### src/rtl/obj_config.svh
`ifndef OBJ_CONFIG_SVH
`define OBJ_CONFIG_SVH

// frame table, four words per descriptor
`define OBJ_TABLE_AW   10

// 128 slots per line
`define OBJ_SLOT_BITS  7

// renderer side address, slot index plus word in slot
`define OBJ_LINE_AW    9

// pending host writes held during a build
`define OBJ_WQ_DEPTH   4

// unused slot marker
`define OBJ_FILL_WORD  16'hffff

`endif

### src/rtl/obj_pkg.sv
`include "obj_config.svh"

package obj_pkg;

    // one frame table entry, attr sits at the highest address
    typedef struct packed {
        logic [15:0] attr;
        logic [15:0] code;
        logic [15:0] y;
        logic [15:0] x;
    } obj_desc_t;

    typedef struct packed {
        logic [3:0] tile_m;  // rows minus one
        logic [3:0] tile_n;  // columns minus one
        logic       unused;
        logic       vflip;
        logic       hflip;
        logic [4:0] pal;
    } obj_attr_t;

    typedef struct packed {
        logic [`OBJ_TABLE_AW-1:0] addr;
        logic [15:0]              data;
    } host_wr_t;

    // words 0..2 of a line buffer slot
    typedef struct packed {
        logic [15:0] sub;   // 4'd0, vsub, attr[7:0]
        logic [15:0] code;
        logic [15:0] x;
    } line_slot_t;

    typedef enum logic [3:0] {
        idle, read_attr, read_code, read_y, read_x, check,
        wr_sub, wr_code, wr_x, next, fill_sub, fill_code, fill_x
    } build_state_t;

    typedef enum logic [1:0] {grant_none, grant_builder, grant_host} grant_t;

endpackage

### src/rtl/obj_table_arbiter.sv
`timescale 1ns/1ps
`include "obj_config.svh"

module obj_table_arbiter (
    input  logic                     clk,
    input  logic                     rst,
    input  obj_pkg::host_wr_t        host_wr,
    input  logic                     host_wr_en,
    output logic                     host_wr_drop,
    input  logic                     bld_busy,
    input  logic                     bld_rd_en,
    input  logic [`OBJ_TABLE_AW-1:0] bld_rd_addr,
    output logic [15:0]              bld_rd_data,
    output logic [`OBJ_TABLE_AW-1:0] ram_addr,
    output logic                     ram_we,
    output logic [15:0]              ram_wdata,
    input  logic [15:0]              ram_rdata
);
    import obj_pkg::*;

    localparam int PW = $clog2(`OBJ_WQ_DEPTH);

    host_wr_t      queue [`OBJ_WQ_DEPTH];
    logic [PW-1:0] head_ptr;
    logic [PW-1:0] tail_ptr;
    logic [PW:0]   count;
    logic          empty;
    logic          full;
    logic          pop;
    logic          bypass;
    logic          push;
    host_wr_t      head;
    grant_t        grant;

    assign empty = (count == '0);
    assign full  = (count == (PW+1)'(`OBJ_WQ_DEPTH));
    assign head  = empty ? host_wr : queue[head_ptr];  // empty queue passes the new write on

    always_comb begin
        if (bld_rd_en)
            grant = grant_builder;  // builder always wins
        else if (!bld_busy && (!empty || host_wr_en))
            grant = grant_host;
        else
            grant = grant_none;
    end

    assign pop    = (grant == grant_host) && !empty;
    assign bypass = (grant == grant_host) && empty;
    assign push   = host_wr_en && !bypass && (!full || pop);

    assign ram_addr    = (grant == grant_builder) ? bld_rd_addr : head.addr;
    assign ram_we      = (grant == grant_host);
    assign ram_wdata   = head.data;
    assign bld_rd_data = ram_rdata;  // fixed one cycle latency from the RAM

    always_ff @(posedge clk) begin
        if (push) begin
            queue[tail_ptr] <= host_wr;
        end
    end

    always_ff @(posedge clk or posedge rst) begin
        if (rst) begin
            head_ptr     <= '0;
            tail_ptr     <= '0;
            count        <= '0;
            host_wr_drop <= 1'b0;
        end else begin
            host_wr_drop <= host_wr_en && !bypass && !push;
            if (push)
                tail_ptr <= tail_ptr + 1'b1;
            if (pop)
                head_ptr <= head_ptr + 1'b1;
            if (push && !pop)
                count <= count + 1'b1;
            else if (pop && !push)
                count <= count - 1'b1;
        end
    end

endmodule

### config.mk
export PLATFORM = sky130hd
export DESIGN_NAME = obj_table_arbiter
export DESIGN_NICKNAME = d
export VERILOG_FILES = /design/src/rtl/obj_pkg.sv /design/src/rtl/obj_table_arbiter.sv
export VERILOG_INCLUDE_DIRS = /design/src /design/src/rtl
export SDC_FILE = /design/constraint.sdc
export NUM_CORES = 1
export LEC_CHECK = 0
export ABC_AREA = 1
export BUFFER_PORTS_ARGS = -buffer_cell sky130_fd_sc_hd__clkbuf_2
export CAP_MARGIN = 20
export CORE_ASPECT_RATIO = 1.5
export CORE_MARGIN = 10
export CORE_UTILIZATION = 45
export DETAILED_ROUTE_END_ITERATION = 8
export PLACE_DENSITY = 0.73
export REMOVE_ABC_BUFFERS = 1
export SYNTH_ARGS = -nofsm -noshare
export SYNTH_HDL_FRONTEND = slang
export SYNTH_SLANG_ARGS = --single-unit
### constraint.sdc
create_clock -name clk -period 2.2 [get_ports clk]
set_input_delay 0.11 -clock clk [delete_from_list [all_inputs] [get_ports clk]]
set_output_delay 0.11 -clock clk [all_outputs]
set_load 0.01 [all_outputs]
Word-level counts from Yosys, hierarchy flattened

Memories as Yosys holds them, arrays and structs flattened.
Cells that the tools add are included.

Register bits: 8
Bits in writable memories: 104
Memories: 1

$add $sub $neg: 4
Eq/ne operators: 3
Mux-type cells: 8
Reductions and logical operators: 18

Memories:

| name  | depth | bits a word | read ports | clocked after memory_dff | wr ports | RTL line                | RTL |
|---|---|---|---|---|---|---|---|
| queue | 4     | 26          | 1          | 0                        | 1        | obj_table_arbiter.sv:23 | `` host_wr_t queue [`OBJ_WQ_DEPTH]; `` |

Operator list:

| operator                                            | count |
|---|---|
| 2-to-1 mux 26 bit                                   | 1 |
| 2-to-1 mux 10 bit                                   | 1 |
| logical AND 1 bit                                   | 8 |
| logical NOT 1 bit                                   | 6 |
| 2-to-1 mux 3 bit                                    | 2 |
| adder 2 x 1 -> 2 bit, second input constant         | 2 |
| 2-to-1 mux 2 bit                                    | 2 |
| adder 3 x 1 -> 3 bit, second input constant         | 1 |
| equality test 3 bit, second input constant          | 1 |
| logical NOT 3 bit                                   | 1 |
| subtractor 3 x 1 -> 3 bit, second input constant    | 1 |
| equality test 2 x 1 -> 1 bit, second input constant | 1 |
| equality test 2 bit, second input constant          | 1 |
| logical OR 1 bit                                    | 2 |
| 2-to-1 mux 1 bit                                    | 2 |
| nonzero test 2 bit                                  | 1 |

Longest topological paths before layout

Gate-level depths: netlist of the first run.

Word-level depth: 15
Mapped depth: 12
Gate-level depth less buffers: 12

Worst setup path after synthesis of the first run

No wires, ideal clock.

Kind: reg2reg
Start: register count[0]
End: memory queue[0][0] (netlist name), enable pin
Library setup time: 0.409 ns
Arrival time: 1.987 ns
Setup slack: -0.196 ns
Cell stages (with the launch flop): 6
Buffers on the path: 1
Clock period less this slack: 2.396 ns
Cell sequence: dfrtp_1 -> nor2_2 -> buf_4 -> nand3_1 -> nand3_2 -> nor2_1

Cells in the longest elaborated chain, start to end: 13
Elaborated cells on any way between the ends: 17

RTL lines:

| element                                  | RTL line                                         | RTL |
|---|---|---|
| start: declaration                       | obj_table_arbiter.sv:26                          | `logic [PW:0] count;` |
| start signal: assignment                 | obj_table_arbiter.sv:76                          | `count <= count + 1'b1;` |
| start signal: assignment                 | obj_table_arbiter.sv:78                          | `count <= count - 1'b1;` |
| logical NOT 3 bit                        | obj_table_arbiter.sv:35                          | `assign empty = (count == '0);` |
| logical NOT 1 bit                        | obj_table_arbiter.sv:42, obj_table_arbiter.sv:48 |  |
| logical OR 1 bit                         | obj_table_arbiter.sv:42                          | `else if (!bld_busy && (!empty \|\| host_wr_en))` |
| logical AND 1 bit                        | obj_table_arbiter.sv:42                          |  |
| 2-to-1 mux 2 bit                         | obj_table_arbiter.sv:42                          |  |
| 2-to-1 mux 2 bit                         | obj_table_arbiter.sv:40                          | `if (bld_rd_en)` |
| equality test 2 bit                      | obj_table_arbiter.sv:48, obj_table_arbiter.sv:49 |  |
| logical AND 1 bit                        | obj_table_arbiter.sv:49                          | `assign bypass = (grant == grant_host) && empty;` |
| logical NOT 1 bit                        | obj_table_arbiter.sv:50                          | `assign push = host_wr_en && !bypass && (!full \|\| pop);` |
| logical AND 1 bit                        | obj_table_arbiter.sv:50                          |  |
| logical AND 1 bit *                      | obj_table_arbiter.sv:50                          |  |
| 2-to-1 mux 1 bit *                       | obj_table_arbiter.sv:58                          | `if (push) begin` |
| 2-to-1 mux 1 bit (not written as such) * | obj_table_arbiter.sv:59                          | `queue[tail_ptr] <= host_wr;` |
| end: declaration                         | obj_table_arbiter.sv:23                          |  |

Mark *: on every way between the ends. The rest lies on a longest branch, timed or not.

Worst setup path in the final report of the first run

Start: register head_ptr[0]
End: output ram_addr[4]

Cells in the longest elaborated chain, start to end: 3

RTL lines:

| element                  | RTL line                | RTL |
|---|---|---|
| start: declaration       | obj_table_arbiter.sv:24 | `logic [PW-1:0] head_ptr;` |
| start signal: assignment | obj_table_arbiter.sv:74 | `head_ptr <= head_ptr + 1'b1;` |
| memory read (4 x 26 bit) | n/a                     |  |
| 2-to-1 mux 26 bit        | obj_table_arbiter.sv:37 | `assign head = empty ? host_wr : queue[head_ptr];` |
| 2-to-1 mux 10 bit        | obj_table_arbiter.sv:52 | `assign ram_addr = (grant == grant_builder) ? bld_rd_addr : head.addr;` |
| end: declaration         | obj_table_arbiter.sv:14 | `` output logic [`OBJ_TABLE_AW-1:0] ram_addr, `` |

Every way passes these cells.

==> flow_summary.json, run 1 <==
{
  "status": "completed",
  "seq_area_um2": 3320,
  "grt_overflow": 0,
  "fin_cells": 760,
  "grt_pass1_wl_um": 19500,
  "hold_viol": 0,
  "whs_ns": 0.00658,
  "ir_drop_mv": 0.810,
  "fin_crit_ns": 2.03,
  "via_count": 3762,
  "drtIter0Drc": 241,
  "critical_path_class": "reg -> out",
  "cp_slowest_stage_delay_ns": 0.51,
  "min_from": "host_wr[17]",
  "clk_latency_ns": 0.34,
  "multi_input_area_um2": 1510,
  "dp.cells": 738,
  "max_slew_margin_pct": 54.2,
  "via_per_inst": 4.95,
  "use_met2_pct": 26.6,
  "worstSetupEndpointType": "output port",
  "grt_use_total_pct": 15.0,
  "boundaryPins": 101,
  "cts_tree": "yes",
  "path_buf_inv": 2,
  "r2r-start": "count[0]$_DFFE_PP0P_",
  "rsz0062_at_grt": "no",
  "fmax_ghz": 0.494,
  "worstPathArrival_ns": 1.92,
  "clkSinkCount": 112,
  "cp_cell_sequence": "inv_2, nand2_1, nand3_1, nand2_1, nand2_1, nand2_1, nand2_1, clkbuf_2",
  "grt_pass1_vias": 3885,
  "cts-root-buf": "clkbuf_16",
  "finalCritPeriodShare_pct": 92.1,
  "syn_area_um2": 5290,
  "cts_max_path_buffers": 2,
  "antenna_found_initial": 0,
  "port_buffers": 68,
  "use_met3_pct": 3.94,
  "h-tree-depth": 3,
  "final_util_pct": 52.5,
  "start_util_pct": 45.8,
  "finalSetupViolations": 0,
  "switching_share_pct": 38.8,
  "die_y_um": 153,
  "total_power_mw": 8.05,
  "finalWorstSetupSlack_ns": 0.174,
  "final_common_cell": "nand2_1",
  "crit_path_top_delay_cell": "inv_2",
  "antenna_cells": 0,
  "antenna_left": 0,
  "avgRoutedWirePerCell_um": 16.1,
  "cts-buffers-inserted": 9,
  "dp_hpwl_um": 7850,
  "n_fill_cell": 1033,
  "crit_path_frequent_cell": "nand2_1",
  "cp-start-kind": "flop",
  "grt_max_degree": 70,
  "power_leakage_nw": 2.70,
  "layout_common_cells": "nand2_1, edfxtp_1, nor2_1, clkbuf_2, inv_1",
  "post_synth_num_cell_types": 22,
  "syn_inst": 546,
  "min_path_cells": 1,
  "tightest_slew_ns": 0.685,
  "synth-seq-area-share_pct": 62.9,
  "grtUsageMet1_pct": 16.8,
  "crit_fanout": 38,
  "r2r_slack_ns": 0.19,
  "rr_worst_depth": 9,
  "power.density_nw_per_um2": 1330,
  "power_frac_comb_pct": 42.0,
  "clock_power_share_pct": 21.3,
  "fin_worst_skew_ns": 0.00912,
  "place_congestion": 0.786,
  "p_sw_mw": 3.13,
  "critical_path_required_ns": 2.09,
  "cp.depth": 8,
  "dieWidth_um": 108,
  "drive_gt1_share_pct": 18.0,
  "seq_power_share_pct": 36.7,
  "regToRegEndpoint": "count[2]$_DFFE_PP0P_",
  "core_um2": 11500,
  "post-place-ws_ns": 0.203,
  "die-area_um2": 16600,
  "slew_violations": 0,
  "areaGrowthSynthToFinish_pct": 14.5,
  "grt_busiest_layer": "met2",
  "syn_avg_cell_area_um2": 9.68,
  "ys_seq_elements": 112,
  "internal_power_mw": 4.92,
  "cts_setup_buffers": 0,
  "drc_errors": 0,
  "path_clk_slew_ns": 0.07,
  "firstDrtPassIters": 4,
  "yosysWarnings": 0,
  "hold_path_class": "in -> reg",
  "nets": 668,
  "drv_cap": 0,
  "wl_um": 12200,
  "rows": 48,
  "min_delay_worst_endpoint": "queue[1][17]$_DFFE_PP_",
  "path_delay_family": "buffers and inverters"
}
## cells in the mapped netlist
library cell	instances	area, um2
xnor2_1	1	8.76
fa_1	1	20.0
buf_2	14	70.1
edfxtp_1	104	3120
xor2_1	1	8.76
ha_1	5	62.6
nor2_2	1	6.26
nand3_2	2	20.0
inv_2	2	7.51
o21ai_0	10	50.1
a21oi_1	1	5.00
nand3b_1	10	75.1
o21ai_1	8	40.0
nand3_1	38	190
clkbuf_1	2	7.51
nand4_1	2	12.5
inv_1	42	158
buf_6	3	33.8
dfrtp_1	8	200
buf_4	25	188
nor2_1	72	270
nand2_1	194	728
## cells by family after synthesis
kind of cell	after synthesis	share of synthesized area (%)
flip-flops	112	62.9
AND/OR/NAND/NOR	319	24.6
buffers and inverters	88	8.78
AO/OA/AOI/OAI	19	1.80
adder cells (fa/ha/maj)	6	1.56
XOR/XNOR	2	0.331
## how the worst max path moves through the flow
stage                                  startpoint                    to  slack [ns]
final                     head_ptr[0]$_DFFE_PP0P_           ram_addr[4]        0.17
after global routing      head_ptr[0]$_DFFE_PP0P_           ram_addr[3]       0.007
after CTS                 head_ptr[0]$_DFFE_PP0P_           ram_addr[3]        0.13
after detailed placement     count[0]$_DFFE_PP0P_  count[2]$_DFFE_PP0P_        0.20
after global placement       count[0]$_DFFE_PP0P_  count[2]$_DFFE_PP0P_        0.37
after floorplan              count[0]$_DFFE_PP0P_  count[2]$_DFFE_PP0P_       -0.68
## worst register-to-register path, delay by kind of cell (launching register included)
family,cells,cell delay [ns]
XOR/XNOR,1,0.15
adder cells (fa/ha/maj),2,0.57
AND/OR/NAND/NOR,5,0.65
flip-flops,1,0.43
buffers and inverters,1,0.07
## stage by stage
step	cell area [um2]	TNS, ns
3_3_place_gp	5670	0
2_1_floorplan	4990	-38.77
4_1_cts	6050	0
5_1_grt	6050	0
6_report	6050	0
3_5_place_dp	5670	0
## flip-flops by register name, summed over array words and instances, names as in the netlist
signal	cells
tail_ptr	2
head_ptr	2
queue	104
host_wr_drop	1
count	3
## timing repair
item	in CTS	in global routing
endpoints found under the hold margin	28	0
resized for setup	0	0
hold buffers	6	0
endpoints found under the setup margin	0	0
## layer usage
metal,part of all wire (%),up-vias
li1,-,1859
met1,39,1764
met2,54,133
met3,6.6,6
met4,0.67,0
met5,0,-
## power by group through the flow
stage	Sequential (mW)	Combinational (mW)	Clock, mW
6_report	2.95	3.38	1.71
5_1_grt	2.99	3.84	1.82
4_1_cts	2.95	3.45	1.73
3_5_place_dp	3.00	3.42	0
3_3_place_gp	2.98	3.36	0
2_1_floorplan	3.14	1.91	0
## final cells by class
cell class / instances / share of cell area (%)
Clock buffer: 9 / 3.72
Clock inverter: 7 / 1.55
Inverter: 44 / 2.73
Multi-Input combinational cell: 346 / 24.9
Sequential cell: 112 / 54.9
Tap cell: 150 / 3.10
Timing Repair Buffer: 92 / 9.06
Note: power is estimated with default switching activity, not from simulation.
==> run 2: changes to the inputs <==
- CORE_ASPECT_RATIO: 1.5 -> 1.1
- SLEW_MARGIN: not set -> 20
==> flow_summary.json, run 2 (same netlist as run 1, synthesis figures left out) <==
{
  "status": "completed",
  "slew_violations": 0,
  "clkSinkCount": 112,
  "port_buffers": 68,
  "grt_overflow": 0,
  "cts_setup_buffers": 0,
  "clk_latency_ns": 0.34,
  "boundaryPins": 101,
  "grt_max_degree": 44,
  "fmax_ghz": 0.492,
  "avgRoutedWirePerCell_um": 16.0,
  "die_y_um": 134,
  "postPlaceCellArea_um2": 5670,
  "crit_path_top_delay_cell": "dfrtp_1",
  "antenna_cells": 0,
  "hold_viol": 0,
  "rsz0062_at_grt": "no",
  "finalSetupViolations": 0,
  "place_congestion": 0.782,
  "via_per_inst": 5.05,
  "fin_crit_ns": 2.03,
  "power.density_nw_per_um2": 1340,
  "cp_cell_sequence": "nor2_2, nand2_1, nand2_1, ha_1, inv_1, fa_1, inv_1, nand2_1, nand3_1, xor2_1",
  "dp_hpwl_um": 7960,
  "die-area_um2": 16500,
  "n_fill_cell": 1004,
  "crit_fanout": 5,
  "critical_path_class": "reg -> reg",
  "antenna_found_initial": 0,
  "worstPathArrival_ns": 2.30,
  "drc_errors": 0,
  "dp.cells": 739,
  "areaGrowthSynthToFinish_pct": 15.0,
  "regMostFlops": "queue",
  "cp_slowest_stage_delay_ns": 0.43,
  "wl_um": 12200,
  "grt_use_total_pct": 15.2,
  "drtIter0Drc": 279,
  "cts-root-buf": "clkbuf_16",
  "rr_worst_depth": 10,
  "finalInstanceArea_um2": 6080,
  "via_count": 3856,
  "h-tree-depth": 3,
  "finalCritPeriodShare_pct": 92.4,
  "antenna_left": 0,
  "cts_tree": "yes",
  "crit_path_frequent_cell": "nand2_1",
  "route.met3.wl_um": 957,
  "final_common_cell": "nand2_1",
  "drive_gt1_share_pct": 17.8,
  "power_leakage_nw": 2.71,
  "dieWidth_um": 123,
  "grt_pass1_wl_um": 19900,
  "start_util_pct": 46.0,
  "path_clk_slew_ns": 0.07,
  "hold_path_class": "in -> reg",
  "rows": 41,
  "wl_met2_um": 5770,
  "reg.largest.list": "queue (104), count (3)",
  "highest_layer": "met4",
  "grt_pass1_vias": 3969,
  "final_util_pct": 52.9,
  "m1WireLength_um": 5310,
  "cts-buffers-inserted": 9,
  "fin_worst_skew_ns": 0.00521,
  "largest_register_ffs": 104,
  "firstDrtPassIters": 5,
  "fin_cells": 763,
  "core_um2": 11500,
  "max_slew_margin_pct": 55.0,
  "worstSetupEndpointType": "flop",
  "critical_path_required_ns": 2.47,
  "cp-start-kind": "flop",
  "nets": 671,
  "min_path_cells": 1,
  "drv_cap": 0,
  "cts_max_path_buffers": 2,
  "layout_common_cells": "nand2_1, edfxtp_1, nor2_1, clkbuf_2, inv_1",
  "tightest_slew_ns": 0.675,
  "ir_drop_mv": 0.752,
  "total_power_mw": 8.14
}
==> run 2: changes by cell type in the layout (fill, tap and decap cells not counted) <==
| cell | delta |
|---|---|
| buf_12 | -1 |
| buf_4 | +2 |
| bufinv_16 | +1 |
| clkbuf_1 | +4 |
| clkinv_1 | -2 |
| clkinv_4 | -2 |
| dlygate4sd3_1 | +2 |
| inv_6 | -1 |
==> run 2: path summary, 6_finish.rpt <==
check | startpoint | to | slack [ns]
max in group asynchronous | rst | head_ptr[0]$_DFFE_PP0P_ | 1.66
min in group asynchronous | rst | count[0]$_DFFE_PP0P_ | 0.25
worst max register to register | count[0]$_DFFE_PP0P_ | count[2]$_DFFE_PP0P_ | 0.17
worst min-delay path | host_wr[5] | queue[0][5]$_DFFE_PP_ | 0.01
worst max-delay path | count[0]$_DFFE_PP0P_ | count[2]$_DFFE_PP0P_ | 0.17
worst min register to register | tail_ptr[0]$_DFFE_PP0P_ | tail_ptr[0]$_DFFE_PP0P_ | 0.55
==> run 2: per-layer routing <==
metal / track usage (%) / vias up
met5: 0 / -
met4: 5.70 / 0
met3: 4.48 / 12
met2: 23.5 / 154
met1: 19.6 / 1822
li1: - / 1868
==> run 2: cell type report <==
type                    instances  area, um2  share of cell area (%)
clock buffers                  13        240                    3.95
clock inverters                 3       90.1                    1.48
well taps                     150        188                    3.09
flip-flops and latches        112       3320                    54.7
repair buffers                 95        563                    9.26
inverters                      44        165                    2.72
multi-input cells             346       1510                    24.8
==> run 2: repair_timing <==
item | CTS | global route
hold buffers | 8 | 0
resized for setup | 0 | 0
endpoints found under the setup margin | 0 | 0
hold endpoints to repair | 35 | 0
==> run 2: metrics by stage <==
step	TNS (ns)	hold WS (ns)	setup slack [ns]
after floorplan	-38.77	-0.0743	-0.682
after global placement	0	0.0486	0.369
after detailed placement	0	0.0790	0.207
after CTS	0	0.00372	0.183
after global routing	0	0.00826	0.0259
final	0	0.0122	0.168
==> run 2: power by group <==
part,internal [mW],switching (mW)
combinational,1.10,2.28
clock,1.12,0.693
sequential,2.81,0.140
==> run 2: worst max-delay path, delay by kind of cell, from the launching register on <==
family	cells	cell delay [ns]
buf+inv	2	0.14
fa+ha+maj	2	0.57
xor+xnor	1	0.16
simple gates	5	0.65
flops	1	0.43
